**src/include/nnp_macros.svh**
```systemverilog
`ifndef NNP_MACROS_SVH
`define NNP_MACROS_SVH

// ********************
// array and number format

`define NNP_PE_NUM      16  // processing elements, also the layer width
`define NNP_DATA_W      16  // q8.8 signed
`define NNP_FRAC_W      8

// ********************
// parameter rom

`define NNP_ADDR_W      6
`define NNP_ROM_DEPTH   58

// each layer is a bias row followed by one coefficient row per input
`define NNP_NET1_BASE   0
`define NNP_NET2_BASE   20

// ********************
// network shapes

// inputs taken by the first layer, later layers take the full array width
`define NNP_NET1_IN     2
`define NNP_NET2_IN     3

// layer counts including the output layer
`define NNP_NET1_DEPTH  2
`define NNP_NET2_DEPTH  3

`endif

```
**src/nnp_pkg.sv**
```systemverilog
`include "nnp_macros.svh"

package nnp_pkg;

  typedef logic signed [`NNP_DATA_W-1:0]   data_t;      // q8.8 value
  typedef logic signed [2*`NNP_DATA_W-1:0] prod_t;      // full product, q16.16

  typedef logic [`NNP_ADDR_W-1:0]              para_addr_t;
  typedef logic [`NNP_PE_NUM*`NNP_DATA_W-1:0]  para_row_t;  // element k at bits 16k and up
  typedef logic [`NNP_PE_NUM*`NNP_DATA_W-1:0]  fmap_t;      // one full layer

  typedef logic [$clog2(`NNP_PE_NUM)-1:0] idx_t;       // input index within a layer
  typedef logic [1:0]                     layer_t;
  typedef logic [7:0]                     net_type_t;  // 1 and 2 are valid

  // layer sequencer states
  typedef enum logic [1:0] {
    ST_IDLE,
    ST_BIAS,
    ST_COEF,
    ST_END
  } ctrl_state_t;

endpackage

```
**src/nnp_pe.sv**
```systemverilog
`timescale 1ns/100ps
`include "nnp_macros.svh"

module nnp_pe (
  input  logic           clk,
  input  logic           bias_load_i,
  input  logic           coef_en_i,
  input  nnp_pkg::data_t bias_i,
  input  nnp_pkg::data_t coef_i,
  input  nnp_pkg::data_t fmap_i,
  output nnp_pkg::data_t sum_o
);

  nnp_pkg::prod_t mul_s1;
  nnp_pkg::prod_t mul_s2;
  nnp_pkg::data_t bias_s1;
  nnp_pkg::data_t bias_s2;
  logic           ld_s1, ld_s2;
  logic           en_s1, en_s2;

  // two multiplier stages, bias rides along to stay aligned
  always_ff @(posedge clk)
  begin
    mul_s1  <= coef_i * fmap_i;
    bias_s1 <= bias_i;
    ld_s1   <= bias_load_i;
    en_s1   <= coef_en_i;
    mul_s2  <= mul_s1;
    bias_s2 <= bias_s1;
    ld_s2   <= ld_s1;
    en_s2   <= en_s1;
  end

  // back to q8.8, sum wraps in 16 bits
  always_ff @(posedge clk)
  begin
    if (ld_s2)
      sum_o <= bias_s2;
    else if (en_s2)
      sum_o <= sum_o + mul_s2[`NNP_FRAC_W +: `NNP_DATA_W];
  end

endmodule

```
**config.mk**
```make
export PLATFORM = sky130hd
export DESIGN_NAME = nnp_pe
export DESIGN_NICKNAME = d
export VERILOG_FILES = /design/src/nnp_pkg.sv /design/src/nnp_pe.sv
export VERILOG_INCLUDE_DIRS = /design/src /design/src/include
export SDC_FILE = /design/constraint.sdc
export NUM_CORES = 1
export LEC_CHECK = 0
export BUFFER_PORTS_ARGS = -buffer_cell sky130_fd_sc_hd__buf_2
export CAP_MARGIN = 40
export CORE_UTILIZATION = 30
export CTS_CLUSTER_DIAMETER = 120
export DETAILED_ROUTE_END_ITERATION = 8
export PLACE_DENSITY_LB_ADDON = 0.15
export SETUP_SLACK_MARGIN = 0.02
export SLEW_MARGIN = 5
export SYNTH_ARGS = -nofsm -noshare
export SYNTH_HDL_FRONTEND = slang
export SYNTH_SLANG_ARGS = --single-unit
```
**constraint.sdc**
```tcl
create_clock -name clk -period 10.05 [get_ports clk]
set_clock_uncertainty 0.15 [all_clocks]
set_input_delay 1.5075 -clock clk [delete_from_list [all_inputs] [get_ports clk]]
set_output_delay 1.5075 -clock clk [all_outputs]
set_load 0.03 [all_outputs]
```
# Yosys cells after proc, flatten, opt, wreduce, memory -nomap -nowiden
# Cells that the tools add are included.
[classes]
n_addsub = 1
mul = 1
div_mod_pow = 0
magnitude_cmp = 0
n_eq_ne = 0
shift = 0
n_mux = 2
bitwise_logic = 0
reduce_logical = 1
[op_table]
columns = ["op", "count"]
rows = [
  ["$mux W16", 2],
  ["$mul A16 B16 Y24", 1],
  ["$add A16 B16 Y16", 1],
  ["$reduce_bool A2 Y1", 1],
]
[word_totals]
regBits = 100
latch_bits = 0
ramBits = 0
mem_bits_ro = 0
input_bits = 51
output_inout_bits = 16
wordCells = 14
memories = 0

# Longest topological paths before layout
[logic_depth]
word_depth = 3
depth_mapped = 23
ltp_nobuf = 21

# Least setup slack after synthesis
# No wires, ideal clock.
[synth_timing]
path_type = "in2reg"
start = "in fmap_i[7]"
end = "reg mul_s1[22]"
setup_ns = 0.072
t_arrival_ns = 6.877
setup_slack_ns = 2.950
stages = 21
path_buffers = 2
cell_sequence = "clkbuf_1 > clkbuf_1 > nand2_1 > fa_1 > inv_1 > fa_1 > fa_1 > fa_1 > fa_1 > inv_1 > fa_1 > inv_1 > ha_1 > a21o_1 > a21o_1 > a21oi_1 > nor3b_2 > a211oi_2 > or3_4 > a21oi_2 > xnor2_1"
[synth_between]
elab_chain_cells = 1
[synth_rtl]
columns = ["element", "line", "source"]
rows = [
  ["from (decl)", "nnp_pe.sv:10", "input nnp_pkg::data_t fmap_i,"],
  ["$mul A16 B16 Y24", "nnp_pe.sv:24", "mul_s1 <= coef_i * fmap_i;"],
  ["to (signal assigned)", "nnp_pe.sv:24", ""],
  ["to (decl)", "nnp_pe.sv:14", "nnp_pkg::prod_t mul_s1;"],
]
# Every way passes these cells.
# A chain may end at the register's enable or synchronous reset.

# Worst setup path in the final report
[layout_timing]
start = "in fmap_i[1]"
end = "reg mul_s1[22]"
# Same word-level chain as after synthesis.

==> run metrics <==
Std-Cell Core Area=0.0328 sq mm; #FFs+latches synth=84; crit path from=fmap_i[1]; critical path class=in -> reg; Mapped Cells=1052; max cap viols=0; Initial Utilization=30.8%; R2R setup slack=7.00 ns; Post-DP HPWL=18800 um; DR vias/cell=4.23; CTS buffer count=9; global-route wire length before repair=37400 um; Req. time, crit path=10.17 ns; Die W=185 um; HP Class=reg -> reg; Worst-Margin Slew=0.483 ns; drt pass-1 iters=4; antenna diode count=0; HP Start=mul_s1[19]$_DFF_P_; post-synth top area share=37.1%; Total GRT Usage=14.2%; Die Height=185 um; post-CTS setup buffers=0; Slew HR=67.5%; port bufs=66; crit path time final=7.05 ns; fraction of layout cells with a size suffix above 1=9.10%; worst path arrival time=7.17 ns; # IOs=67; status=complete, no violations; Final Hold Fails=0; Clock transition at path regs=0.06 ns; Synth area leaders=fa_1, dfxtp_1, ha_1; CTS max path bufs=2; Worst setup SP type=primary input; total clock sinks=84; initial antenna violation count=0; vias in the first global route=7092; area added between synthesis and finish=10.7%; CP max FO=16; Root Buffer=clkbuf_16; Seq/Total Area, Yosys=18.3%; worst skew pair latency=0.33 ns; Die Area=0.0344 sq mm; cell area after synthesis=0.0101 sq mm; period utilization=70.2%; Setup Viol. Count Final=0; Post-Route WL=22600 um; final antenna-violating net count=0; largest net degree at the start of global routing=35; crit end category=flop; RSZ-0062 raised after global routing=no; Setup TNS=0 ns; syn_nets=1375; GP Congestion=0.795; CTS tree=built; # nets final=1417; DRC=0; leading area contributor after synthesis=fa_1; Fmax=0.142 GHz; post-cts sizing count=0; GRT overflow=0; CTS H-Tree Depth=3; Reg2Reg Depth=11; post-synthesis cell type count=48; Vias=6523; Final Max Tran Viols=0; per-cell routed wire length=14.7 um; synth warn=0; Mapped Avg Cell Area=9.59 sq um; r2r startpoint=sum_o[0]$_DFFE_PP_; Post-CTS Hold Buffers=0; DRT iter0 DRCs=192; row count=66; RR Endpoint=sum_o[14]$_DFFE_PP_; WHS Path Cells=0; Hold EP=mul_s2[19]$_DFF_P_
==> final cells by class <==
type / instances / area (sq um)
Clock buffer: 11 / 264
Clock inverter: 5 / 55.1
Fill cell: 3485 / 21600
Inverter: 245 / 920
Multi-Input combinational cell: 687 / 7190
Sequential cell: 84 / 1840
Tap cell: 442 / 553
Timing Repair Buffer: 67 / 338
==> synthesized netlist by cell type (all sizes together) <==
master / instances
or2: 4
nor2b: 2
o41ai: 1
a221oi: 1
a211o: 4
edfxtp: 16
o21ai: 19
xor2: 15
o21a: 6
o211ai: 1
a21oi: 14
nor3: 10
nand2: 139
nor3b: 3
nand2b: 7
and2: 99
o22ai: 1
nor4b: 2
and3: 1
xnor2: 33
ha: 85
nand4: 2
dfxtp: 68
clkbuf: 35
a21o: 6
inv: 245
or4: 1
nand3: 5
buf: 1
a211oi: 6
fa: 187
nor2: 19
a311oi: 2
o31ai: 2
or3: 4
a31oi: 2
mux2: 2
or3b: 1
and4: 1
==> routing by layer <==
metal  vias to the layer above  GRT usage, %  wire length [um]
met5                         -             0                 0
met4                         0          3.77               328
met3                        17         0.826               576
met2                       109          22.1              9560
met1                      3194          21.2             12100
li1                       3203             -                 -
==> stage by stage <==
step,instances,util [%],setup slack (ns),hold WS (ns),cell area [sq um]
after floorplan,1052,-,2.95,0.160,10100
final,1541,34.0,3.00,0.174,11200
after global routing,1541,34.0,2.63,0.180,11200
after detailed placement,1525,33.1,2.60,0.162,10800
after CTS,1541,34.0,2.95,0.176,11200
after global placement,1525,33.1,2.68,0.160,10800
==> cell usage in the layout, fill, tap and decap left out, types with 5 or more instances in the layout <==
cell type / instances
nand2_1: 139
nand2b_1: 7
a21oi_1: 13
edfxtp_1: 16
ha_1: 85
nor2_1: 18
and2_1: 99
buf_2: 66
nand3_1: 5
xor2_1: 15
a21o_1: 6
o21ai_0: 15
nor3_1: 10
dfxtp_1: 68
inv_1: 245
o21a_1: 6
clkbuf_16: 10
fa_1: 187
xnor2_1: 33
==> worst max-delay path, stage by stage <==
cell	delay [ns]
buf_2	0.33
nand2_1	0.14
fa_1	0.53
fa_1	0.56
inv_1	0.06
fa_1	0.50
fa_1	0.51
fa_1	0.49
inv_1	0.05
fa_1	0.47
inv_1	0.04
ha_1	0.32
a21o_1	0.19
a21o_1	0.18
a21oi_1	0.21
nor3b_2	0.28
a211oi_2	0.13
or3_4	0.39
a21oi_2	0.15
xnor2_1	0.12
==> cells by family (layout without fill, tap and decap cells) <==
logic type | count (synthesis) | count (layout) | synth area share (%)
fa+ha+maj | 272 | 272 | 47.7
xor+xnor | 48 | 48 | 4.17
flops | 84 | 84 | 18.3
compound gates | 65 | 65 | 4.26
buf+inv | 281 | 328 | 10.5
mux | 2 | 2 | 0.223
simple gates | 300 | 300 | 15.0
==> sequential cells by signal, summed over array words and instances (netlist names) <==
name	cells
ld_s2	1
en_s2	1
bias_s2	16
mul_s2	16
mul_s1	16
ld_s1	1
sum_o	16
en_s1	1
bias_s1	16
==> worst max-delay path by stage <==
stage                         endpoint  slack [ns]  cells past startpoint
detailed placement  mul_s1[22]$_DFF_P_        2.60                     20
floorplan           mul_s1[22]$_DFF_P_        2.95                     21
global route        mul_s1[22]$_DFF_P_        2.63                     20
global placement    mul_s1[22]$_DFF_P_        2.68                     20
finish              mul_s1[22]$_DFF_P_        3.00                     20
CTS                 mul_s1[22]$_DFF_P_        2.95                     20
Power is not shown: default switching activity piles up to over one toggle a cycle in this logic, so the estimate is an artifact.
