===== config.mk =====
export PLATFORM = sky130hd
export DESIGN_NAME = nnp_fmap_buf
export DESIGN_NICKNAME = d
export VERILOG_FILES = /design/src/nnp_pkg.sv /design/src/nnp_fmap_buf.sv
export VERILOG_INCLUDE_DIRS = /design/src /design/src/include
export SDC_FILE = /design/constraint.sdc
export NUM_CORES = 1
export LEC_CHECK = 0
export BUFFER_PORTS_ARGS = -buffer_cell sky130_fd_sc_hd__buf_2
export CAP_MARGIN = 10
export CORE_MARGIN = 4
export CORE_UTILIZATION = 61
export DETAILED_ROUTE_END_ITERATION = 7
export PLACE_DENSITY_LB_ADDON = 0.08
export SLEW_MARGIN = 15
export SYNTH_ARGS = -nofsm -noshare
export SYNTH_HDL_FRONTEND = slang
export SYNTH_SLANG_ARGS = --single-unit

===== constraint.sdc =====
create_clock -name clk -period 37.7 [get_ports clk]
set_input_delay 7.54 -clock clk [delete_from_list [all_inputs] [get_ports clk]]
set_output_delay 7.54 -clock clk [all_outputs]
set_load 0.02 [all_outputs]

===== src/include/nnp_macros.svh =====
`ifndef NNP_MACROS_SVH
`define NNP_MACROS_SVH

// ********************
// array and number format

`define NNP_PE_NUM      16  // processing elements, also the layer width
`define NNP_DATA_W      16  // q8.8 signed
`define NNP_FRAC_W      8

// ********************
// parameter rom

`define NNP_ADDR_W      6
`define NNP_ROM_DEPTH   58

// each layer is a bias row followed by one coefficient row per input
`define NNP_NET1_BASE   0
`define NNP_NET2_BASE   20

// ********************
// network shapes

// inputs taken by the first layer, later layers take the full array width
`define NNP_NET1_IN     2
`define NNP_NET2_IN     3

// layer counts including the output layer
`define NNP_NET1_DEPTH  2
`define NNP_NET2_DEPTH  3

`endif


===== src/nnp_pkg.sv =====
`include "nnp_macros.svh"

package nnp_pkg;

  typedef logic signed [`NNP_DATA_W-1:0]   data_t;      // q8.8 value
  typedef logic signed [2*`NNP_DATA_W-1:0] prod_t;      // full product, q16.16

  typedef logic [`NNP_ADDR_W-1:0]              para_addr_t;
  typedef logic [`NNP_PE_NUM*`NNP_DATA_W-1:0]  para_row_t;  // element k at bits 16k and up
  typedef logic [`NNP_PE_NUM*`NNP_DATA_W-1:0]  fmap_t;      // one full layer

  typedef logic [$clog2(`NNP_PE_NUM)-1:0] idx_t;       // input index within a layer
  typedef logic [1:0]                     layer_t;
  typedef logic [7:0]                     net_type_t;  // 1 and 2 are valid

  // layer sequencer states
  typedef enum logic [1:0] {
    ST_IDLE,
    ST_BIAS,
    ST_COEF,
    ST_END
  } ctrl_state_t;

endpackage


===== src/nnp_fmap_buf.sv =====
`timescale 1ns/100ps
`include "nnp_macros.svh"

module nnp_fmap_buf (
  input  logic           clk,
  input  logic           rst,
  input  logic           start_i,
  input  nnp_pkg::data_t in_0_i,
  input  nnp_pkg::data_t in_1_i,
  input  nnp_pkg::data_t in_2_i,
  input  nnp_pkg::idx_t  rd_idx_i,
  input  logic           first_layer_i,
  input  logic           layer_wr_i,
  input  nnp_pkg::fmap_t wr_data_i,
  output nnp_pkg::data_t fmap_o
);

  nnp_pkg::data_t in_0_d, in_1_d, in_2_d;  // values present when the request was taken
  nnp_pkg::data_t in_0_q, in_1_q, in_2_q;
  nnp_pkg::fmap_t bank [0:1];
  logic           wr_sel;                  // bank being filled, the other one is read
  nnp_pkg::data_t rd_val;

  // start is the ack, one cycle after sampling, so keep a one cycle copy
  always_ff @(posedge clk)
  begin
    in_0_d <= in_0_i;
    in_1_d <= in_1_i;
    in_2_d <= in_2_i;
    if (start_i)
    begin
      in_0_q <= in_0_d;
      in_1_q <= in_1_d;
      in_2_q <= in_2_d;
    end
  end

  // ********************
  // ping-pong banks

  always_ff @(posedge clk)
  begin
    if (layer_wr_i)
      bank[wr_sel] <= wr_data_i;
  end

  always_ff @(posedge clk)
  begin
    if (rst)
      wr_sel <= 1'b0;
    else if (layer_wr_i)
      wr_sel <= ~wr_sel;  // freshly written layer becomes the read bank
  end

  assign rd_val = bank[~wr_sel][rd_idx_i*`NNP_DATA_W +: `NNP_DATA_W];

  always_ff @(posedge clk)
  begin
    if (first_layer_i)
    begin
      case (rd_idx_i)
        nnp_pkg::idx_t'(0): fmap_o <= in_0_q;
        nnp_pkg::idx_t'(1): fmap_o <= in_1_q;
        default:            fmap_o <= in_2_q;
      endcase
    end
    else
      fmap_o <= rd_val[`NNP_DATA_W-1] ? '0 : rd_val;  // relu
  end

endmodule


### Yosys cells after proc, flatten, opt, wreduce, memory -nomap -nowiden

Memory sizes are Yosys's and may differ from the RTL's.
Index checks and enable logic that the tools add are counted.

* $mul: 0
* div/mod/pow operators: 0
* add/subtract/negate cells: 0
* multiplexer cells: 5
* reduce and logical (&&, ||, !) cells: 1
* $lt $le $gt $ge: 0
* equal/unequal tests: 1
* bitwise operators: 1
* shift-type cells: 1

Operator list (number)
* variable part select 256 x 9 -> 16 bit: 1
* case mux 16 bit (2 select lines): 1
* two-way mux 16 bit: 1
* two-way mux 15 bit: 1
* equality test 4 x 1 -> 1 bit, second input constant: 1
* zero test 4 bit: 1
* two-way mux 1 bit: 2
* inverter 1 bit: 1

* memories: 1
* flip-flop bits (word level): 113
* logic and storage cells: 18
* bits of input ports: 313
* bits in writable memories: 512
* ROM bits: 0
* latch bits: 0
* output and inout bits: 16

Memory list
* bank: depth 2, bits a word 256, rd ports 1, clocked after Yosys merged registers in 0, write ports 1, line nnp_fmap_buf.sv:20 `nnp_pkg::fmap_t bank [0:1];`

### Longest topological paths before layout

Gate-level depths: netlist of run 1.
An unclocked memory read counts as a cell.

* depth after elaboration: 5
* mapped depth: 9
* mapped depth without buffers: 5

### Worst setup path after synthesis of run 1

Ideal clock, no wire load.

* path kind: in2reg
* start: input layer_wr_i
* end: memory bank[0][0] (netlist name) (enable)
* path slack: 18239 ps
* arrival: 18556 ps
* stages: 1
* setup time: 906 ps
* path buffers: 0
* data required time: 36794 ps
* cell sequence: nor2b_1

* longest elaborated chain between the ends: 2

RTL lines
* start: declaration: line nnp_fmap_buf.sv:13 `input logic layer_wr_i,`
* two-way mux 1 bit: line nnp_fmap_buf.sv:43 `if (layer_wr_i)`
* two-way mux 1 bit (implied by the code): line nnp_fmap_buf.sv:44 `bank[wr_sel] <= wr_data_i;`
* end: declaration: line nnp_fmap_buf.sv:20

Every way passes these cells.

### Final worst setup path of run 1

* start: input rd_idx_i[0]
* end: register fmap_o[5]

* longest elaborated chain between the ends: 3
* elaborated cells on any way between the ends: 6
* classes of those cells: 1 x eq/ne; 1 x shift; 3 x mux; 1 x reduce/logical

RTL lines
* start: declaration: line nnp_fmap_buf.sv:11 `input nnp_pkg::idx_t rd_idx_i,`
* variable part select 256 x 9 -> 16 bit, or another cell as far along: line nnp_fmap_buf.sv:55 `` assign rd_val = bank[~wr_sel][rd_idx_i*`NNP_DATA_W +: `NNP_DATA_W]; ``
* two-way mux 15 bit or case mux 16 bit (2 select lines) (tied branches): line nnp_fmap_buf.sv:68, nnp_fmap_buf.sv:61
* two-way mux 16 bit (*): line nnp_fmap_buf.sv:59 `if (first_layer_i)`
* end signal: assignment: line nnp_fmap_buf.sv:62 `nnp_pkg::idx_t'(0): fmap_o <= in_0_q;`
* end signal: assignment: line nnp_fmap_buf.sv:63 `nnp_pkg::idx_t'(1): fmap_o <= in_1_q;`
* end signal: assignment: line nnp_fmap_buf.sv:68 `` fmap_o <= rd_val[`NNP_DATA_W-1] ? '0 : rd_val; ``
* end: declaration: line nnp_fmap_buf.sv:15 `output nnp_pkg::data_t fmap_o`

Mark *: on every way between the ends. The rest lies on a longest branch, timed or not.
A chain may end at the register's enable or synchronous reset.

==> metrics.cfg, run 1 <==
[power_and_ir_drop]
vdd_drop_max_uv=42.8
power.density_cell_area_nw_per_um2=56.5
p_leak_nw=9.45

[place]
hpwlAfterDp_mm=33.8
port-buffer-count=328
gp_congestion=0.781
place_area_um2=24800

[global_route]
grt_use_total_pct=24.9
grt_pass1_wl_mm=74.2
grt_pass1_vias=11946
antenna_found_initial=8
overflow=0
grt_max_degree=184

[synthesis]
ys_async_sr_fraction_pct=0
ys_types=34
synth_area_um2=22800
syn-instance-count=996
synthFlopType=edfxtp_1
synth_area_leaders=edfxtp_1, mux4_2, dfxtp_1, mux2i_1, mux2_2
synth.top_cell.area_share_pct=73.7
yosysTopAreaCell=edfxtp_1
seq_area_frac_synth_pct=79.4
synth_commonest_cells=edfxtp_1, mux4_2, dfxtp_1
post-synth-top-count-cell=edfxtp_1
syn_area_per_cell_um2=22.9
ys_seq_elements=625
synth_edf_count=560
ys_warn_count=0
synth.net_count=1309

[sta]
relSlewSlack_pct=25.3
setup_viol=0
hold_viol=0
rsz0062_at_grt=no
finalMaxSlewViolations=0
final.setup.tns_ns=0
period_minus_slack_ns=10.19
fmax_mhz=98.2
worst_clock_skew_ns=0.0249
min_period_over_period_pct=27.0
worst_pin_slew_ns=1.12

[detailed_routing]
ant_nets=0
vias_per_cell=6.02
wl_per_cell_um=27.1
route.detailed.drc=0
routed_wirelength_mm=50.7
drt_iter0_drc=944
num_vias=11275
firstDrtPassIters=5

[die]
io_pins=329
die_h_um=201
core_area_um2=36800
start_util_pct=62.0
dieArea_um2=40600
chipWidth_um=201
fp-row-count=70

[final_layout]
design_area_um2=26800
syn_to_final_growth_pct=17.2
drive_gt1_share_pct=41.0
fin_nets=1656

[clocking]
clk_latency_ns=0.60
cts_tree=built
cts.clk_slew.worst_paths_ns=0.07
cts_max_level=2
cts_setup_buffers=0
hold_buffers=0
numCtsBuffers=60
cts_root_buf=clkbuf_16
clockBufferDepth=3
clock_sinks=625
ctsResizeCount=0

[worst_setup_path]
critPathCaptureType=flip-flop
critPathRequiredTime_ns=38.22
critPathMaxFanout=82
crit_path_start_kind=primary input
crit_arrival_ns=10.71
path_class=primary input to flip-flop

[outcome]
status=finished clean

[job]
maxCapViolCount=0

[min_path]
min_path_type=flip-flop to flip-flop

cells in the final DEF, fill, tap and decap left out, types with 2 or more instances in the layout:
cell and instances:
edfxtp_1 560, buf_2 326, mux4_2 121, dfxtp_1 64
clkbuf_16 61, mux2i_1 50, mux2_2 29, clkinv_1 20
nand2_1 18, o22ai_1 15, o211ai_1 15, o21ai_1 15
clkbuf_1 15, a221oi_1 13, buf_4 10, diode_2 9
nor2b_1 6, clkinv_2 6, nand2b_1 5, nor2_1 5
bufinv_16 5, a2111oi_0 4, clkbuf_8 4, mux4_1 3
nor3_1 3, a311oi_1 2, o21ai_0 2, a211oi_1 2
inv_6 2
where the power goes:
part           switching (W)  internal, W  leakage [nW]
clock               0.000241     0.000337         0.933
sequential         0.0000122     0.000802          5.82
combinational      0.0000673    0.0000514          2.70
logic make-up after synthesis:
group / count (synthesis) / share of synthesized area, %
AOI/OAI and AO/OA: 71 / 2.23
muxes: 203 / 15.9
and+or+nand+nor: 42 / 0.883
DFF: 625 / 79.4
xor gates and xnor gates: 1 / 0.0384
buffers and inverters: 54 / 1.56
final cells by class:
class,count,area [um^2]
diodes,9,22.5
repair buffers,338,1740
inverters,1,3.75
flip-flops and latches,625,18100
clock inverters,34,280
multi-input cells,317,4370
well taps,468,586
clock buffers,80,1640
fillers,2234,10000
sequential cells by signal, indices dropped and copies added (netlist names), 16 cells and up:
signal and flops:
in_1_d 16, in_0_d 16, in_2_d 16, in_2_q 16
fmap_o 16, in_0_q 16, bank 512, in_1_q 16
layer usage:
layer | up-vias | share of wire (%) | track usage [%]
li1 | 4899 | - | -
met1 | 5810 | 39 | 34.6
met5 | - | 0.051 | 1.55
met4 | 4 | 2.0 | 6.62
met3 | 71 | 8.4 | 5.85
met2 | 491 | 50 | 40.6
worst max-delay path, cell delays in order:
cell and delay [ns]:
buf_6 0.62, buf_4 0.92, mux4_2 0.42, mux2i_1 0.18, a211oi_1 0.10, a2111o_1 0.61, o21ai_1 0.25
through the flow:
step           total power (W)  instances  utilization [%]  hold WS (ns)  worst slack [ns]
2_1_floorplan         0.000908        996                -         0.386             18.24
3_3_place_gp          0.000945       1749             67.5         0.386             26.89
3_5_place_dp          0.000949       1749             67.5         0.389             26.86
4_1_cts                0.00153       1863             72.7         0.401             27.46
5_1_grt                0.00157       1868             72.7         0.404             27.32
6_report               0.00151       1872             72.7         0.402             27.51
final timing paths:
| kind | start | endpoint | slack (ns) | cells past startpoint |
|---|---|---|---|---|
| worst min-delay path | in_2_d[2] | in_2_q[2] | 0.40 | 0 |
| worst min register to register | in_2_d[2] | in_2_q[2] | 0.40 | 0 |
| worst max register to register | wr_sel | fmap_o[5] | 33.96 | 6 |
| worst max-delay path | rd_idx_i[0] | fmap_o[5] | 27.51 | 7 |
Power figures use the tool's default switching activity.
==> inputs of run 2 (changes only) <==
Settings changed: CORE_UTILIZATION 61 to 57.
Clock period 37.7 ns to 9.45 ns, I/O delays scaled along.
==> run 2 against run 1 <==
- count of clock-buffer cells in the layout grew 7
- sequential share of layout area shrank 0.051 points
- non-clock buffer count is the same
- highest routed layer unchanged
- combinational power grew to 3.9 times the previous value
- die area grew 6.7%
- sequential power grew to 4.0 times the previous value
- register-to-register slack lost 28 ns
- global-route usage shrank 1.9 points
- first-iteration DRC count grew 1.7%
- clock skew shrank 0.013 ns
==> metrics.cfg, run 2 (synthesis results as in run 1) <==
[clocking]
cts_root_buf=clkbuf_16
clk_latency_ns=0.61
cts_setup_buffers=0
cts_max_level=2
clockBufferDepth=3
hold_buffers=0
ctsResizeCount=0
numCtsBuffers=60
clock_sinks=625
cts_tree=built
cts.clk_slew.worst_paths_ns=0.06

[final_layout]
final_common_cell=edfxtp_1
fillCellCount=2624
largest_register_ffs=512
regMostFlops=bank
layout_common_cells=edfxtp_1, buf_2, mux4_2
syn_to_final_growth_pct=17.3
drive_gt1_share_pct=41.4
fin_nets=1656
design_area_um2=26800
stdcell_count=1925
multi_input_area_um2=4370
seqCellArea_um2=18100

[worst_setup_path]
crit_arrival_ns=4.79
critPathRequiredTime_ns=9.98
crit_slowest_cell=buf_4
critical_path_buf_inv_count=2
critPathCaptureType=flip-flop
critPathTopFamily=compound AO/OA/AOI/OAI gates
crit_path_start_kind=primary input
path_class=primary input to flip-flop
cp_cell_sequence=buf_6 -> buf_4 -> nor2b_1 -> a2111oi_0 -> a311oi_1 -> a2111o_1 -> o21ai_1
slowest_delay_ns=0.89
critPathMaxFanout=67

[sta]
final.setup.tns_ns=0
period_minus_slack_ns=4.26
finalMaxSlewViolations=0
fin_ws_ns=5.19
worst_clock_skew_ns=0.0119
hold_viol=0
relSlewSlack_pct=18.7
setup_viol=0
worst_pin_slew_ns=1.22
rsz0062_at_grt=no
min_period_over_period_pct=45.1
fmax_mhz=235

[die]
start_util_pct=57.6
die_h_um=208
chipWidth_um=208
io_pins=329
core_area_um2=39600
fp-row-count=73
dieArea_um2=43300

[detailed_routing]
wl_per_cell_um=25.9
firstDrtPassIters=5
vias_per_cell=5.76
drt_iter0_drc=960
route.detailed.drc=0
ant_nets=0
routed_wirelength_mm=49.9
num_vias=11090

[power_and_ir_drop]
power.density_cell_area_nw_per_um2=221
vdd_drop_max_uv=164
p_leak_nw=9.43

[place]
gp_congestion=0.761
place_area_um2=24900
dp_cells=1805
place_ws_ns=4.59
hpwlAfterDp_mm=32.8
port-buffer-count=328

[global_route]
grt_use_total_pct=23.0
grt_max_degree=186
grt_pass1_wl_mm=73.6
antenna_found_initial=11
overflow=0
grt_pass1_vias=11806

[min_path]
min_path_type=flip-flop to flip-flop

[outcome]
status=finished clean

[job]
maxCapViolCount=0

-- run 2: cell count changes in the layout (fill, tap and decap cells not counted), moves of 2 or more --
| cell | before | now |
|---|---|---|
| buf_12 | 1 | 3 |
| buf_4 | 10 | 7 |
| bufinv_16 | 5 | 0 |
| clkbuf_1 | 15 | 18 |
| clkbuf_8 | 4 | 7 |
| clkinv_1 | 20 | 8 |
| clkinv_2 | 6 | 11 |
| diode_2 | 9 | 12 |
| inv_6 | 2 | 0 |
-- run 2: path summary, 6_finish.rpt --
check | slack [ns] | end | cells after the start | startpoint
hold / removal | 0.40 | in_0_q[11] | 0 | in_0_d[11]
setup / recovery | 5.19 | fmap_o[14] | 7 | rd_idx_i[0]
hold reg to reg | 0.40 | in_0_q[11] | 0 | in_0_d[11]
setup reg to reg | 6.21 | fmap_o[11] | 5 | wr_sel
-- run 2: through the flow --
| step | total power [W] | utilization, % | hold slack, ns |
|---|---|---|---|
| 2_1_floorplan | 0.00361 | - | 0.386 |
| 3_3_place_gp | 0.00377 | 62.8 | 0.387 |
| 3_5_place_dp | 0.00378 | 62.8 | 0.389 |
| 4_1_cts | 0.00598 | 67.4 | 0.401 |
| 5_1_grt | 0.00613 | 67.5 | 0.404 |
| 6_report | 0.00592 | 67.5 | 0.402 |
-- run 2: where the power goes --
| part | switching, W | internal, W | leakage (nW) |
|---|---|---|---|
| Sequential | 0.0000451 | 0.00320 | 5.82 |
| Clock | 0.000955 | 0.00125 | 0.897 |
| Combinational | 0.000262 | 0.000208 | 2.71 |
| Total | 0.00126 | 0.00466 | 9.43 |
-- run 2: final cells by class --
| class | count | area share (%) |
|---|---|---|
| Timing Repair Buffer | 338 | 6.66 |
| Antenna cell | 12 | 0.112 |
| Sequential cell | 625 | 67.7 |
| Inverter | 1 | 0.0140 |
| Tap cell | 525 | 2.45 |
| Clock buffer | 87 | 6.41 |
| Clock inverter | 20 | 0.360 |
| Multi-Input combinational cell | 317 | 16.3 |
-- run 2: layer usage --
layer / vias to the layer above / share of wire, % / global-route usage (%)
met3: 72 / 7.8 / 5.38
met2: 384 / 52 / 38.6
li1: 4902 / - / -
met1: 5726 / 38 / 31.0
met4: 6 / 1.9 / 6.07
met5: - / 0.078 / 0
==> inputs of run 3 (changes only) <==
Settings changed: CORE_UTILIZATION 57 to 51.
Clock period 9.45 ns to 3.66 ns, I/O delays scaled along.
==> run 3 against run 2 <==
- count of clock-buffer cells in the layout shrank 2
- critical endpoint is now fmap_o[13]
- clock power grew to 2.7 times the previous value
- first-iteration DRC count shrank 15%
- utilization shrank 6.0 points
- hold slack lost 0.18 ns
- setup slack lost 4.3 ns
==> metrics.cfg, run 3 (synthesis results as in run 1) <==
[die]
chipWidth_um=220
io_pins=329
fp-row-count=77
start_util_pct=51.6
dieArea_um2=48200
die_h_um=220
core_area_um2=44200

[detailed_routing]
ant_nets=0
firstDrtPassIters=5
vias_per_cell=5.46
num_vias=11056
drt_iter0_drc=815
wl_per_cell_um=25.9
route.detailed.drc=0
routed_wirelength_mm=52.4

[final_layout]
drive_gt1_share_pct=42.3
final_common_cell=edfxtp_1
syn_to_final_growth_pct=19.3
largest_register_ffs=512
layout_common_cells=edfxtp_1, buf_2, mux4_2
post-route-util_pct=61.6
fin_nets=1681
regMostFlops=bank
design_area_um2=27200
stdcell_count=2025

[worst_setup_path]
timing.rr.start=wr_sel
crit_path_start_kind=flip-flop
critPathMaxFanout=24
r2r_cells=7
critPathRequiredTime_ns=4.13
path_class=flip-flop to flip-flop
crit_start=wr_sel
crit_arrival_ns=3.26
r2r-end=fmap_o[13]
reg2reg_setup_slack_ns=0.87
critPathCaptureType=flip-flop

[power_and_ir_drop]
power_frac_seq_pct=53.9
vdd_drop_max_uv=407
clock_power_share_pct=37.8
swShare_pct=21.3
switchingPower_w=0.00331
intPower_w=0.0122
p_comb_share_pct=8.3
p_leak_nw=9.61
power.density_cell_area_nw_per_um2=570

[sta]
rsz0062_at_grt=no
worst_pin_slew_ns=1.07
holdWs_ns=0.222
relSlewSlack_pct=28.4
fmax_mhz=358
setup_viol=0
finalMaxSlewViolations=0
worst_clock_skew_ns=0.0200
period_minus_slack_ns=2.79
min_period_over_period_pct=76.3
hold_viol=0

[clocking]
clock_sinks=625
numCtsBuffers=61
ctsResizeCount=0
cts_max_level=2
cts_root_buf=clkbuf_16
cts_tree=built
clk_latency_ns=0.61
clockBufferDepth=3
cts.clk_slew.worst_paths_ns=0.06
cts_setup_buffers=0
hold_buffers=0

[global_route]
grt_max_degree=81
grt_pass1_vias=11713
grt_pass1_wl_mm=75.1
grt_use_total_pct=21.7
antenna_found_initial=28
overflow=0

[min_path]
hold_depth=1
worstHoldStart=in_0_i[8]
min_path_type=primary input to flip-flop
hold_end=in_0_d[8]

[outcome]
status=finished clean

[place]
place_area_um2=25300
gp_congestion=0.752
port-buffer-count=328
dp_cells=1897
hpwlAfterDp_mm=36.7

[job]
maxCapViolCount=0

==> run 3: worst max path at each step <==
stage	to	slack (ns)	cells after the start
2_1_floorplan	bank[0][0]	-1.37	5
3_3_place_gp	fmap_o[8]	0.50	7
3_5_place_dp	fmap_o[8]	0.48	7
4_1_cts	fmap_o[13]	0.79	7
5_1_grt	fmap_o[13]	0.71	7
6_report	fmap_o[13]	0.87	7
==> run 3: cell type report <==
class,count,area [um^2]
Tap cell,592,741
Multi-Input combinational cell,317,4370
Antenna cell,18,45.0
Timing Repair Buffer,362,2080
Inverter,1,3.75
Fill cell,3201,17000
Sequential cell,625,18100
Clock inverter,25,194
Clock buffer,85,1680
==> run 3: power groups by stage <==
stage	clock network (W)	logic [W]	registers [W]
global placement	0	0.00130	0.00850
floorplan	0	0.000737	0.00853
finish	0.00587	0.00129	0.00836
global route	0.00631	0.00139	0.00839
CTS	0.00601	0.00132	0.00837
detailed placement	0	0.00132	0.00852
==> run 3: metal layers <==
| layer | track usage [%] | up-vias | wire (um) |
|---|---|---|---|
| met5 | 0 | - | 178 |
| met3 | 6.66 | 97 | 4310 |
| li1 | - | 4957 | - |
| met1 | 27.7 | 5654 | 20000 |
| met2 | 36.3 | 320 | 26600 |
| met4 | 6.57 | 28 | 1340 |
==> run 3: per-stage QoR <==
step	setup slack (ns)	TNS, ns	total power, W
finish	0.867	0	0.0155
global route	0.709	0	0.0161
CTS	0.794	0	0.0157
global placement	0.502	0	0.00980
detailed placement	0.481	0	0.00984
floorplan	-1.37	-552.00	0.00927
==> run 3: critical path: stages, from the launching register on <==
cell,delay (ns)
dfxtp_4,0.59
buf_12,0.29
buf_12,0.26
mux4_2,0.54
mux2i_1,0.18
o22ai_1,0.16
a221oi_1,0.50
o21ai_1,0.12
