<file path="config.mk">
export PLATFORM = sky130hd
export DESIGN_NAME = nnp_layer_ctrl
export DESIGN_NICKNAME = d
export VERILOG_FILES = /design/src/nnp_pkg.sv /design/src/nnp_layer_ctrl.sv
export VERILOG_INCLUDE_DIRS = /design/src /design/src/include
export SDC_FILE = /design/constraint.sdc
export NUM_CORES = 1
export LEC_CHECK = 0
export ABC_AREA = 0
export BUFFER_PORTS_ARGS = -buffer_cell sky130_fd_sc_hd__buf_2
export CORE_AREA = 2 2 60 62
export CTS_CLUSTER_DIAMETER = 150
export DETAILED_ROUTE_END_ITERATION = 12
export DIE_AREA = 0 0 62 64
export PLACE_DENSITY_LB_ADDON = 0.08
export SYNTH_ARGS = -nofsm -noshare
export SYNTH_HDL_FRONTEND = slang
export SYNTH_SLANG_ARGS = --single-unit
</file>
<file path="constraint.sdc">
create_clock -name clk -period 2.55 [get_ports clk]
set_input_delay 0.51 -clock clk [delete_from_list [all_inputs] [get_ports clk]]
set_output_delay 0.51 -clock clk [all_outputs]
set_load 0.005 [all_outputs]
</file>
<file path="src/include/nnp_macros.svh">
`ifndef NNP_MACROS_SVH
`define NNP_MACROS_SVH

// ********************
// array and number format

`define NNP_PE_NUM      16  // processing elements, also the layer width
`define NNP_DATA_W      16  // q8.8 signed
`define NNP_FRAC_W      8

// ********************
// parameter rom

`define NNP_ADDR_W      6
`define NNP_ROM_DEPTH   58

// each layer is a bias row followed by one coefficient row per input
`define NNP_NET1_BASE   0
`define NNP_NET2_BASE   20

// ********************
// network shapes

// inputs taken by the first layer, later layers take the full array width
`define NNP_NET1_IN     2
`define NNP_NET2_IN     3

// layer counts including the output layer
`define NNP_NET1_DEPTH  2
`define NNP_NET2_DEPTH  3

`endif

</file>
<file path="src/nnp_pkg.sv">
`include "nnp_macros.svh"

package nnp_pkg;

  typedef logic signed [`NNP_DATA_W-1:0]   data_t;      // q8.8 value
  typedef logic signed [2*`NNP_DATA_W-1:0] prod_t;      // full product, q16.16

  typedef logic [`NNP_ADDR_W-1:0]              para_addr_t;
  typedef logic [`NNP_PE_NUM*`NNP_DATA_W-1:0]  para_row_t;  // element k at bits 16k and up
  typedef logic [`NNP_PE_NUM*`NNP_DATA_W-1:0]  fmap_t;      // one full layer

  typedef logic [$clog2(`NNP_PE_NUM)-1:0] idx_t;       // input index within a layer
  typedef logic [1:0]                     layer_t;
  typedef logic [7:0]                     net_type_t;  // 1 and 2 are valid

  // layer sequencer states
  typedef enum logic [1:0] {
    ST_IDLE,
    ST_BIAS,
    ST_COEF,
    ST_END
  } ctrl_state_t;

endpackage

</file>
<file path="src/nnp_layer_ctrl.sv">
`timescale 1ns/100ps
`include "nnp_macros.svh"

module nnp_layer_ctrl (
  input  logic                clk,
  input  logic                rst,
  input  logic                req_i,
  input  nnp_pkg::net_type_t  net_type_i,
  output logic                ack_o,
  output nnp_pkg::para_addr_t para_addr_o,
  output logic                bias_load_o,
  output logic                coef_en_o,
  output nnp_pkg::idx_t       rd_idx_o,
  output logic                first_layer_o,
  output logic                layer_wr_o,
  output logic                done_o
);

  // bias row is held long enough that the next layer's first read
  // sees the previous layer already written back
  localparam int unsigned BIAS_CYC = 4;
  localparam int unsigned PIPE_LEN = 5;  // last coef state to element sum valid

  nnp_pkg::ctrl_state_t state_q;
  nnp_pkg::ctrl_state_t state_d;
  nnp_pkg::idx_t        idx_q;    // bias hold count or input index
  nnp_pkg::layer_t      layer_q;
  logic                 net2_q;
  nnp_pkg::idx_t        last_in;
  logic                 last_layer;
  logic                 req_ok;
  logic                 bias_end;
  logic                 coef_end;
  logic [1:0]           bias_sh;  // rom latency
  logic [1:0]           coef_sh;
  logic [PIPE_LEN-1:0]  wr_sh;
  logic [PIPE_LEN-1:0]  end_sh;

  assign req_ok = (state_q == nnp_pkg::ST_IDLE) && req_i &&
                  ((net_type_i == nnp_pkg::net_type_t'(1)) ||
                   (net_type_i == nnp_pkg::net_type_t'(2)));

  always_comb
  begin
    if (layer_q != '0)
      last_in = nnp_pkg::idx_t'(`NNP_PE_NUM - 1);
    else if (net2_q)
      last_in = nnp_pkg::idx_t'(`NNP_NET2_IN - 1);
    else
      last_in = nnp_pkg::idx_t'(`NNP_NET1_IN - 1);
  end

  assign last_layer = net2_q ? (layer_q == nnp_pkg::layer_t'(`NNP_NET2_DEPTH - 1))
                             : (layer_q == nnp_pkg::layer_t'(`NNP_NET1_DEPTH - 1));
  assign bias_end = (state_q == nnp_pkg::ST_BIAS) && (idx_q == nnp_pkg::idx_t'(BIAS_CYC - 1));
  assign coef_end = (state_q == nnp_pkg::ST_COEF) && (idx_q == last_in);

  // ********************
  // fsm

  always_comb
  begin
    state_d = state_q;
    case (state_q)
      nnp_pkg::ST_IDLE: if (req_ok) state_d = nnp_pkg::ST_BIAS;
      nnp_pkg::ST_BIAS: if (bias_end) state_d = nnp_pkg::ST_COEF;
      nnp_pkg::ST_COEF:
      begin
        if (coef_end)
          state_d = last_layer ? nnp_pkg::ST_END : nnp_pkg::ST_BIAS;
      end
      nnp_pkg::ST_END:  if (done_o) state_d = nnp_pkg::ST_IDLE;  // wait for the array to drain
      default:          state_d = nnp_pkg::ST_IDLE;
    endcase
  end

  always_ff @(posedge clk)
  begin
    if (rst)
    begin
      state_q     <= nnp_pkg::ST_IDLE;
      ack_o       <= 1'b0;
      idx_q       <= '0;
      layer_q     <= '0;
      net2_q      <= 1'b0;
      para_addr_o <= '0;
    end
    else
    begin
      state_q <= state_d;
      ack_o   <= req_ok;
      if (req_ok)
      begin
        net2_q      <= (net_type_i == nnp_pkg::net_type_t'(2));
        para_addr_o <= (net_type_i == nnp_pkg::net_type_t'(2)) ?
                       nnp_pkg::para_addr_t'(`NNP_NET2_BASE) :
                       nnp_pkg::para_addr_t'(`NNP_NET1_BASE);
      end
      else if (bias_end || (state_q == nnp_pkg::ST_COEF))
        para_addr_o <= para_addr_o + 1'b1;  // rows are contiguous across layers
      if (bias_end || coef_end || (state_q == nnp_pkg::ST_IDLE))
        idx_q <= '0;
      else if ((state_q == nnp_pkg::ST_BIAS) || (state_q == nnp_pkg::ST_COEF))
        idx_q <= idx_q + 1'b1;
      if (state_q == nnp_pkg::ST_IDLE)
        layer_q <= '0;
      else if (coef_end && !last_layer)
        layer_q <= layer_q + 1'b1;
    end
  end

  // ********************
  // strobe alignment

  always_ff @(posedge clk)
  begin
    if (rst)
    begin
      bias_sh       <= '0;
      coef_sh       <= '0;
      wr_sh         <= '0;
      end_sh        <= '0;
      rd_idx_o      <= '0;
      first_layer_o <= 1'b0;
    end
    else
    begin
      bias_sh       <= {bias_sh[0], state_q == nnp_pkg::ST_BIAS};
      coef_sh       <= {coef_sh[0], state_q == nnp_pkg::ST_COEF};
      wr_sh         <= {wr_sh[PIPE_LEN-2:0], coef_end};
      end_sh        <= {end_sh[PIPE_LEN-2:0], coef_end && last_layer};
      rd_idx_o      <= idx_q;  // buffer adds one more cycle
      first_layer_o <= (layer_q == '0);
    end
  end

  assign bias_load_o = bias_sh[1];
  assign coef_en_o   = coef_sh[1];
  assign layer_wr_o  = wr_sh[PIPE_LEN-1];
  assign done_o      = end_sh[PIPE_LEN-1];

endmodule

</file>
Word-level counts from Yosys, hierarchy flattened. Index checks and enable logic that the tools add are counted.

Bits in registers: 35. Input bits: 11. Output and inout bits: 16. Word-level logic and storage cells: 59.

$add $sub $neg: 3. Equal/unequal tests: 13. Multiplexer cells: 12. Reductions and logical operators: 19.

Operators with widths (number): 2-bit 2-to-1 mux (6); 6-bit 2-to-1 mux (2); 8-bit by 1-bit equality test with 1-bit output (second input constant) (1); 8-bit by 2-bit equality test with 1-bit output (second input constant) (1); 2-bit inequality test (second input constant) (4); 2-bit one-hot mux with 4 select lines (1); 6-bit by 1-bit adder with 6-bit output (second input constant) (1); 2-bit equality test (second input constant) (3); 1-bit logical AND (6); 1-bit logical OR (5); 5-bit 2-to-1 mux (1); 4-bit by 1-bit adder with 4-bit output (second input constant) (1); 2-bit by 1-bit equality test with 1-bit output (second input constant) (2); 4-bit by 2-bit equality test with 1-bit output (second input constant) (1); 4-bit equality test (1); 2-bit logical NOT (2); 4-bit 2-to-1 mux (1); 4-bit AND reduction (1); 2-bit nonzero test (2); 2-bit OR reduction (2); 2-bit by 1-bit adder with 2-bit output (second input constant) (1); 1-bit logical NOT (1); 1-bit 2-to-1 mux (1).

Logic depth before layout (Yosys ltp). Gate-level depths: netlist of run 1.

Word-level depth: 7. Mapped depth: 8. Depth with buffers taken out: 7.

Worst setup path before layout of run 1. OpenSTA, ideal clock, no wires.

Kind: register to register. From: register state_q[0]. To: register state_q[1]. Setup time: 0.128 ns. Arrival time: 1.757 ns. Required time: 2.422 ns. Setup slack: 0.665 ns. Cell stages (with the launch flop): 8. Path buffers: 0. Clock period less this slack: 1.885 ns. Path through: dfxtp_1 > inv_1 > ha_1 > nor4b_4 > o211ai_4 > a221o_1 > o211ai_1 > o41ai_2.

Cells in the longest elaborated chain, start to end: 5. Elaborated cells between the ends (all ways): 14. Those cells by class: 7 x eq/ne; 1 x mux; 6 x reduce/logical.

RTL lines: start: declaration (RTL line nnp_layer_ctrl.sv:24) `nnp_pkg::ctrl_state_t state_q;`; start signal: assignment (RTL line nnp_layer_ctrl.sv:81) `state_q <= nnp_pkg::ST_IDLE;`; start signal: assignment (RTL line nnp_layer_ctrl.sv:90) `state_q <= state_d;`; 2-bit logical NOT (RTL line nnp_layer_ctrl.sv:39, nnp_layer_ctrl.sv:64); 1-bit logical AND (2 in a row) (RTL line nnp_layer_ctrl.sv:39) `assign req_ok = (state_q == nnp_pkg::ST_IDLE) && req_i &&`; 2-bit inequality test (no line); 4-bit AND reduction (no line).

Several ways; a longest one is shown, not always the timed one. A chain may end at the register's enable or synchronous reset.

Worst setup path after layout of run 1. Same ends and word-level chain as after synthesis.

==> flow_metrics.py, run 1 <==
metrics = {
    "setup_path": {
        "crit-reg2reg-launch": "state_q[0]$_SDFFE_PP0P_",
        "cp.depth": 7,
        "crit_buf_inv": 1,
        "end_kind": "register",
        "crit_arrival_ns": 2.36,
        "critPathKind": "register to register",
        "critPathSlowestCell": "a221o_1",
        "worstPathMaxFanout": 6,
        "worstPathRequired_ns": 2.77,
        "critical_path.cell_chain": "inv_1, ha_1, nor4b_4, o211ai_4, a221o_1, o211ai_1, o41ai_2",
        "slowest_delay_ns": 0.44,
        "reg2regPathDepth": 7,
        "r2r-end": "state_q[1]$_SDFFE_PP0P_",
        "critPathTopFamily": "compound AO/OA/AOI/OAI gates",
        "r2r_setup_slack_ns": 0.42,
        "worstSetupStartpointType": "register",
    },
    "yosys": {
        "synth_edf_count": 0,
        "synth_top_area_cell": "dfxtp_1",
        "synthTopCellsByCount": "35 x dfxtp_1, 22 x nor2b_1, 14 x nand2_1",
        "ys_ff_latch": 35,
        "yosysSeqAreaShare": 0.461,
        "yosysMostFrequentCell": "dfxtp_1",
        "syn_avg_cell_area_um2": 9.88,
        "ys_warn_count": 0,
        "synth_flop_cell": "dfxtp_1",
        "synth.top_cell.area_share": 0.461,
        "synthTopCellsByArea": "dfxtp_1 46%, nor2b_1 9.0%, ha_1 6.6%",
        "synthesis.nets": 173,
        "synthDistinctLibCells": 36,
        "synthCells": 154,
        "async_flop_share": 0,
        "synth_area_um2": 1520,
    },
    "run": {
        "cap_violations": 0,
    },
    "global_routing": {
        "grt_max_degree": 25,
        "grt_pass1_wl_mm": 4.91,
        "first_global_vias": 1085,
        "track_usage": 0.168,
        "grt-ovfl-total": 0,
        "antenna_found_initial": 0,
    },
    "worst_hold_path": {
        "holdCritPathClass": "register to register",
        "min-delay-start": "wr_sh[0]$_SDFF_PP0_",
        "min_path_cells": 1,
        "hold_end": "wr_sh[1]$_SDFF_PP0_",
    },
    "power": {
        "power.density_nw_per_um2": 590,
        "fin_total_pwr_mw": 1.03,
        "leakage_nw": 0.750,
        "vdd_drop_max_uv": 251,
    },
    "die": {
        "initial_core_util": 0.463,
        "die_h_um": 64,
        "coreArea_um2": 3280,
        "ios": 27,
        "die_area_um2": 3970,
        "rows": 21,
        "die_w_um": 62,
    },
    "cts": {
        "holdBufCountCts": 0,
        "cts_resized": 0,
        "cts_tree": "done",
        "clk_latency_ns": 0.34,
        "cts_made_buffers": 5,
        "cts_num_sinks": 35,
        "clk_pin_slew_ns": 0.11,
        "postCtsSetupBuffers": 0,
        "cts_max_level": 2,
        "clock_path_buffers": 2,
        "root_buffer": "clkbuf_4",
    },
    "sta": {
        "rsz0062_at_grt": "no",
        "setup_viol": 0,
        "min_period_over_period": 0.837,
        "max_freq_ghz": 0.469,
        "fin_worst_skew_ns": 0.0106,
        "slew_headroom": 0.693,
        "hold_viol_final": 0,
        "finalCriticalPeriod_ns": 2.13,
        "fin_tns_setup_ns": 0,
        "tightest_slew_ns": 0.457,
        "slew_violations": 0,
    },
    "finish": {
        "utilization": 0.534,
        "n_antenna_cell": 0,
        "drive_gt1_frac": 0.234,
        "syn_to_final_growth_pct": 15.3,
        "nets": 202,
        "num-fill-cells": 333,
    },
    "drt": {
        "vias": 1150,
        "wl_mm": 2.77,
        "first_iter_violations": 27,
        "ant_nets": 0,
        "drc": 0,
        "dr.pass1.iters": 5,
        "wl_per_cell_um": 12.0,
        "vias_per_cell": 5.00,
    },
    "place": {
        "globalplace.congestion": 0.826,
        "io_buffers": 26,
        "post-dp-hpwl_mm": 2.02,
    },
    "outcome": {
        "status": "finished clean",
    },
}
where the power goes:
part	leakage [nW]	switching (mW)	internal (mW)
combinational	0.433	0.0774	0.0602
clock	0.0345	0.194	0.136
sequential	0.282	0.00795	0.559
placed cells by master, fill, tap and decap left out, types with 5 or more instances in the layout:
| cell | netlist | final |
|---|---|---|
| dfxtp_1 | 35 | 35 |
| buf_2 | 0 | 26 |
| nor2b_1 | 22 | 22 |
| nand2_1 | 14 | 14 |
| nor2_1 | 10 | 10 |
| ha_1 | 8 | 8 |
| inv_1 | 7 | 7 |
| a21oi_1 | 5 | 5 |
| clkbuf_4 | 0 | 5 |
area by class of cell:
type                            count  area, um^2  area share
Clock inverter                      2        16.3     0.00927
Sequential cell                    35         701       0.399
Inverter                            7        26.3      0.0150
Timing Repair Buffer               26         130      0.0742
Multi-Input combinational cell    108         772       0.440
Clock buffer                        6        51.3      0.0292
Tap cell                           46        57.6      0.0328
flip-flops by register name (all words and copies together) (netlist names):
register / cells
ack_o: 1
bias_sh: 2
coef_sh: 2
end_sh: 5
first_layer_o: 1
idx_q: 4
layer_q: 2
net2_q: 1
para_addr_o: 6
rd_idx_o: 4
state_q: 2
wr_sh: 5
routing by layer:
metal	track usage	wire [um]	part of all wire	vias up
met3	0.0607	177	0.064	8
li1	-	-	-	590
met5	0	0	0	-
met1	0.201	1220	0.44	507
met4	0.0718	62	0.022	0
met2	0.264	1310	0.47	45
worst max path at each step:
| stage | start | end | slack, ns |
|---|---|---|---|
| after floorplan | state_q[0]$_SDFFE_PP0P_ | state_q[1]$_SDFFE_PP0P_ | 0.67 |
| after global placement | net_type_i[3] | state_q[1]$_SDFFE_PP0P_ | 0.52 |
| after detailed placement | net_type_i[4] | state_q[1]$_SDFFE_PP0P_ | 0.44 |
| after CTS | state_q[0]$_SDFFE_PP0P_ | state_q[1]$_SDFFE_PP0P_ | 0.42 |
| after global routing | state_q[0]$_SDFFE_PP0P_ | state_q[1]$_SDFFE_PP0P_ | 0.24 |
| final | state_q[0]$_SDFFE_PP0P_ | state_q[1]$_SDFFE_PP0P_ | 0.42 |
metrics by stage:
| stage | setup slack, ns | area, um^2 | instances | hold slack, ns |
|---|---|---|---|---|
| 5_1_grt | 0.235 | 1750 | 230 | 0.455 |
| 6_report | 0.417 | 1750 | 230 | 0.445 |
| 3_3_place_gp | 0.523 | 1690 | 222 | 0.417 |
| 2_1_floorplan | 0.665 | 1520 | 154 | 0.414 |
| 3_5_place_dp | 0.441 | 1690 | 222 | 0.421 |
| 4_1_cts | 0.421 | 1750 | 230 | 0.449 |
kinds of logic (layout without fill, tap and decap cells):
kind of cell               after synthesis  after routing  synth area share
AOI/OAI and AO/OA                       23             23             0.119
xor gates and xnor gates                 6              6            0.0345
adders and majority gates                8              8            0.0658
buffers and inverters                   11             41            0.0321
DFF                                     35             35             0.461
muxes                                    3              3            0.0197
and+or+nand+nor                         68             68             0.268
Power figures use the tool's default switching activity.
==> run 2, diff against run 1 <==
==> constraint.sdc (replaced) <==
create_clock -name clk -period 1.9 [get_ports clk]
set_input_delay 0.38 -clock clk [delete_from_list [all_inputs] [get_ports clk]]
set_output_delay 0.38 -clock clk [all_outputs]
set_load 0.005 [all_outputs]
==> run 2 against run 1 <==
  * Worst hold slack got worse by 0.13 ns
  * Critical path depth rose by 1
  * Die area did not move
  * Via count up 7.9%
  * Combinational power is 89% higher
  * Critical path type unchanged
  * Maximum frequency rose by 18%
  * Critical endpoint is now para_addr_o[3]$_SDFFE_PP0P_
==> flow_metrics.py, run 2 (same netlist as run 1, synthesis figures left out) <==
metrics = {
    "global_routing": {
        "track_usage": 0.190,
        "grt_max_degree": 17,
        "first_global_vias": 1246,
        "grt-ovfl-total": 0,
        "grt_pass1_wl_mm": 5.55,
        "antenna_found_initial": 0,
    },
    "drt": {
        "vias": 1241,
        "dr.pass1.iters": 4,
        "wl_mm": 3.24,
        "vias_per_cell": 5.07,
        "wl_per_cell_um": 13.2,
        "first_iter_violations": 46,
        "ant_nets": 0,
        "drc": 0,
    },
    "die": {
        "die_area_um2": 3970,
        "ios": 27,
        "coreArea_um2": 3280,
        "rows": 21,
        "initial_core_util": 0.463,
        "die_h_um": 64,
        "die_w_um": 62,
    },
    "sta": {
        "slew_headroom": 0.743,
        "fin_tns_setup_ns": 0,
        "setup_viol": 0,
        "min_period_over_period": 0.953,
        "fin_worst_skew_ns": 0.0157,
        "slew_violations": 0,
        "rsz0062_at_grt": "yes",
        "holdWs_ns": 0.317,
        "hold_viol_final": 0,
        "max_freq_ghz": 0.552,
        "finalCriticalPeriod_ns": 1.81,
        "tightest_slew_ns": 0.384,
    },
    "setup_path": {
        "crit_arrival_ns": 2.08,
        "slowest_delay_ns": 0.38,
        "worstPathRequired_ns": 2.17,
        "r2r_setup_slack_ns": 0.09,
        "critPathSlowestCell": "dfxtp_2",
        "crit_buf_inv": 2,
        "critical_path.cell_chain": "inv_4, ha_1, and4bb_2, or2_2, buf_4, nand2_1, xor2_1, nor2_1",
        "worstPathMaxFanout": 6,
        "critPathTopFamily": "simple AND/OR/NAND/NOR gates",
        "end_kind": "register",
        "critPathKind": "register to register",
        "worstSetupStartpointType": "register",
    },
    "worst_hold_path": {
        "holdCritPathClass": "input pin to register",
    },
    "finish": {
        "mostFrequentLayoutCells": "33 x dfxtp_1, 26 x buf_2, 22 x nor2b_1",
        "largest_register_ffs": 6,
        "regMostFlops": "para_addr_o",
        "final_common_cell": "dfxtp_1",
        "utilization": 0.579,
        "n_antenna_cell": 0,
        "nets": 217,
        "syn_to_final_growth_pct": 25.0,
        "reg_top3": "para_addr_o (6), end_sh (5), wr_sh (5)",
        "drive_gt1_frac": 0.317,
    },
    "place": {
        "post-dp-hpwl_mm": 2.44,
        "globalplace.congestion": 0.752,
        "io_buffers": 26,
    },
    "cts": {
        "cts_num_sinks": 35,
        "cts_tree": "done",
        "holdBufCountCts": 0,
        "cts_max_level": 2,
        "root_buffer": "clkbuf_4",
        "clk_pin_slew_ns": 0.13,
        "clk_latency_ns": 0.36,
        "clock_path_buffers": 2,
        "cts_made_buffers": 5,
    },
    "outcome": {
        "status": "finished clean",
    },
    "power": {
        "power.density_nw_per_um2": 839,
        "fin_total_pwr_mw": 1.60,
        "vdd_drop_max_uv": 380,
        "leakage_nw": 0.841,
    },
    "run": {
        "cap_violations": 0,
    },
}
run 2: cell types whose count changed in the layout (fill, tap and decap cells not counted), moves of 2 or more:
cell,change
dfxtp_1,-2
dfxtp_2,+2
buf_4,+15
inv_1,-2
run 2: worst paths after layout:
| check | endpoint | startpoint | cells after the start |
|---|---|---|---|
| setup / recovery | para_addr_o[3]$_SDFFE_PP0P_ | state_q[1]$_SDFFE_PP0P_ | 8 |
| hold / removal | net2_q$_SDFFE_PP0P_ | rst | 2 |
| setup reg to reg | para_addr_o[3]$_SDFFE_PP0P_ | state_q[1]$_SDFFE_PP0P_ | 8 |
| hold reg to reg | end_sh[1]$_SDFF_PP0_ | end_sh[0]$_SDFF_PP0_ | 1 |
run 2: report_power, final:
part           leakage (nW)  internal (mW)  switching, mW
logic                 0.512          0.137          0.124
clock network        0.0458          0.283          0.286
registers             0.283          0.753         0.0129
run 2: repair_timing:
action                     4_1_cts  5_1_grt
setup endpoints to repair        1        5
pin swaps                        1        4
setup buffers                    0        2
resized for setup                0        8
run 2: area by class of cell:
type	instances	area [um^2]
well taps	46	57.6
repair buffers	41	243
clock buffers	5	37.5
inverters	7	28.8
multi-input cells	108	785
clock inverters	3	47.5
flip-flops and latches	35	703
fillers	310	1380
run 2: metrics by stage:
stage,setup WS (ns),cell area [um^2],std cells
final,0.0898,1900,245
after global routing,-0.0404,1900,245
after CTS,0.0232,1870,243
after detailed placement,0.0180,1780,235
after global placement,0.118,1780,235
after floorplan,0.0153,1520,154
run 2: per-layer routing:
layer	global-route usage	wire, um	share of wire
met4	0.0612	43	0.013
met5	0	0	0
met1	0.220	1370	0.42
met2	0.318	1670	0.51
met3	0.0668	158	0.049
==> run 3, diff against run 2 <==
--- a/config.mk
+++ b/config.mk
@@ -8,10 +8,10 @@
 export LEC_CHECK = 0
 export ABC_AREA = 0
 export BUFFER_PORTS_ARGS = -buffer_cell sky130_fd_sc_hd__buf_2
-export CORE_AREA = 2 2 60 62
+export CORE_AREA = 2 2 44 86
 export CTS_CLUSTER_DIAMETER = 150
 export DETAILED_ROUTE_END_ITERATION = 12
-export DIE_AREA = 0 0 62 64
+export DIE_AREA = 0 0 46 88
 export PLACE_DENSITY_LB_ADDON = 0.08
 export SYNTH_ARGS = -nofsm -noshare
 export SYNTH_HDL_FRONTEND = slang
==> run 3 against run 2 <==
  * Final area decreased by 1.5%
  * Maximum frequency rose by 0.84%
  * Die area increased by 2.0%
  * Critical endpoint is now state_q[1]$_SDFFE_PP0P_
  * Largest cell class unchanged
  * Highest routed layer unchanged
==> flow_metrics.py, run 3 (same netlist as run 1, synthesis figures left out) <==
metrics = {
    "setup_path": {
        "worstPathRequired_ns": 2.06,
        "end_kind": "register",
        "worstPathMaxFanout": 4,
        "worstSetupStartpointType": "register",
        "critPathKind": "register to register",
        "crit_arrival_ns": 1.96,
    },
    "global_routing": {
        "top_usage_layer": "met2",
        "grt_util_met3": 0.0371,
        "grt-ovfl-total": 0,
        "grt_pass1_wl_mm": 5.09,
        "grt_use_met2": 0.313,
        "track_usage": 0.175,
        "first_global_vias": 1160,
        "grt_use_met1": 0.172,
        "antenna_found_initial": 0,
        "grt_max_degree": 25,
    },
    "die": {
        "ios": 27,
        "die_w_um": 46,
        "coreArea_um2": 3380,
        "die_h_um": 88,
        "rows": 30,
        "initial_core_util": 0.450,
        "die_area_um2": 4050,
    },
    "finish": {
        "utilization": 0.554,
        "syn_to_final_growth_pct": 23.1,
        "n_antenna_cell": 0,
        "reg_top3": "para_addr_o (6), end_sh (5), wr_sh (5)",
        "regMostFlops": "para_addr_o",
        "drive_gt1_frac": 0.294,
        "mostFrequentLayoutCells": "34 x dfxtp_1, 26 x buf_2, 22 x nor2b_1",
        "nets": 212,
        "final_common_cell": "dfxtp_1",
        "largest_register_ffs": 6,
    },
    "run": {
        "cap_violations": 0,
    },
    "power": {
        "power.density_nw_per_um2": 883,
        "vdd_drop_max_uv": 493,
        "leakage_nw": 0.826,
    },
    "outcome": {
        "status": "finished clean",
    },
    "sta": {
        "max_freq_ghz": 0.557,
        "tightest_slew_ns": 0.431,
        "rsz0062_at_grt": "yes",
        "setup_viol": 0,
        "finalCriticalPeriod_ns": 1.80,
        "fin_worst_skew_ns": 0.00319,
        "min_period_over_period": 0.945,
        "holdWs_ns": 0.435,
        "hold_viol_final": 0,
        "slew_violations": 0,
        "slew_headroom": 0.712,
    },
    "place": {
        "post-dp-hpwl_mm": 2.34,
        "globalplace.congestion": 0.813,
        "io_buffers": 26,
    },
    "drt": {
        "wl_per_cell_um": 13.4,
        "ant_nets": 0,
        "wl_mm": 3.02,
        "vias": 1192,
        "drc": 0,
        "first_iter_violations": 11,
        "vias_per_cell": 5.27,
        "dr.pass1.iters": 4,
    },
    "cts": {
        "holdBufCountCts": 0,
        "cts_tree": "done",
        "clk_pin_slew_ns": 0.07,
        "clock_path_buffers": 2,
        "cts_made_buffers": 5,
        "cts_max_level": 2,
        "root_buffer": "clkbuf_8",
        "cts_num_sinks": 35,
        "clk_latency_ns": 0.28,
    },
    "worst_hold_path": {
        "holdCritPathClass": "register to register",
    },
}
## run 3: power by group
group / switching (mW) / total, mW / internal (mW)
Clock: 0.269 / 0.660 / 0.390
Sequential: 0.0120 / 0.764 / 0.752
Combinational: 0.113 / 0.231 / 0.118
## run 3: critical path, stage by stage (launching register included)
cell and delay (ns):
dfxtp_2 0.34, inv_2 0.08, ha_4 0.14, nor4b_4 0.26, o211ai_4 0.11, a221o_1 0.42, o211ai_1 0.22, o41ai_2 0.10
## run 3: routing by layer
layer | share of wire | vias up
met1 | 0.38 | 555
met3 | 0.027 | 5
met5 | 0 | -
met4 | 0.026 | 0
li1 | - | 610
met2 | 0.56 | 22
## run 3: what timing repair did
action / CTS / global route
pin swaps: 1 / 3
resized for setup: 1 / 5
endpoints found under the setup margin: 2 / 3
buffers inserted: 0 / 0
gates cloned: 0 / 0
## run 3: cell type report
cell class	count	area [um^2]
inverter	7	26.3
clock inverter	3	43.8
clock buffer	5	68.8
fill	316	1510
sequential	35	702
tap	32	40.0
timing repair buffer	36	205
multi-input combinational	108	787
## run 3: metrics by stage
stage / cells / worst slack, ns / power (mW) / instance area, um^2 / setup TNS (ns)
2_1_floorplan: 154 / 0.0153 / 0.914 / 1520 / 0
3_3_place_gp: 218 / 0.0599 / 0.985 / 1740 / 0
3_5_place_dp: 218 / -0.0345 / 0.993 / 1740 / -0.0345
4_1_cts: 226 / 0.00619 / 1.66 / 1860 / 0
5_1_grt: 226 / -0.000177 / 1.74 / 1870 / -0.000177
6_report: 226 / 0.105 / 1.65 / 1870 / 0
## run 3: path summary, 6_finish.rpt
| kind | from | slack, ns | endpoint | cells past startpoint |
|---|---|---|---|---|
| worst min register to register | coef_sh[0]$_SDFF_PP0_ | 0.44 | coef_sh[1]$_SDFF_PP0_ | 1 |
| worst max-delay path | state_q[0]$_SDFFE_PP0P_ | 0.10 | state_q[1]$_SDFFE_PP0P_ | 7 |
| worst max register to register | state_q[0]$_SDFFE_PP0P_ | 0.10 | state_q[1]$_SDFFE_PP0P_ | 7 |
| worst min-delay path | coef_sh[0]$_SDFF_PP0_ | 0.44 | coef_sh[1]$_SDFF_PP0_ | 1 |
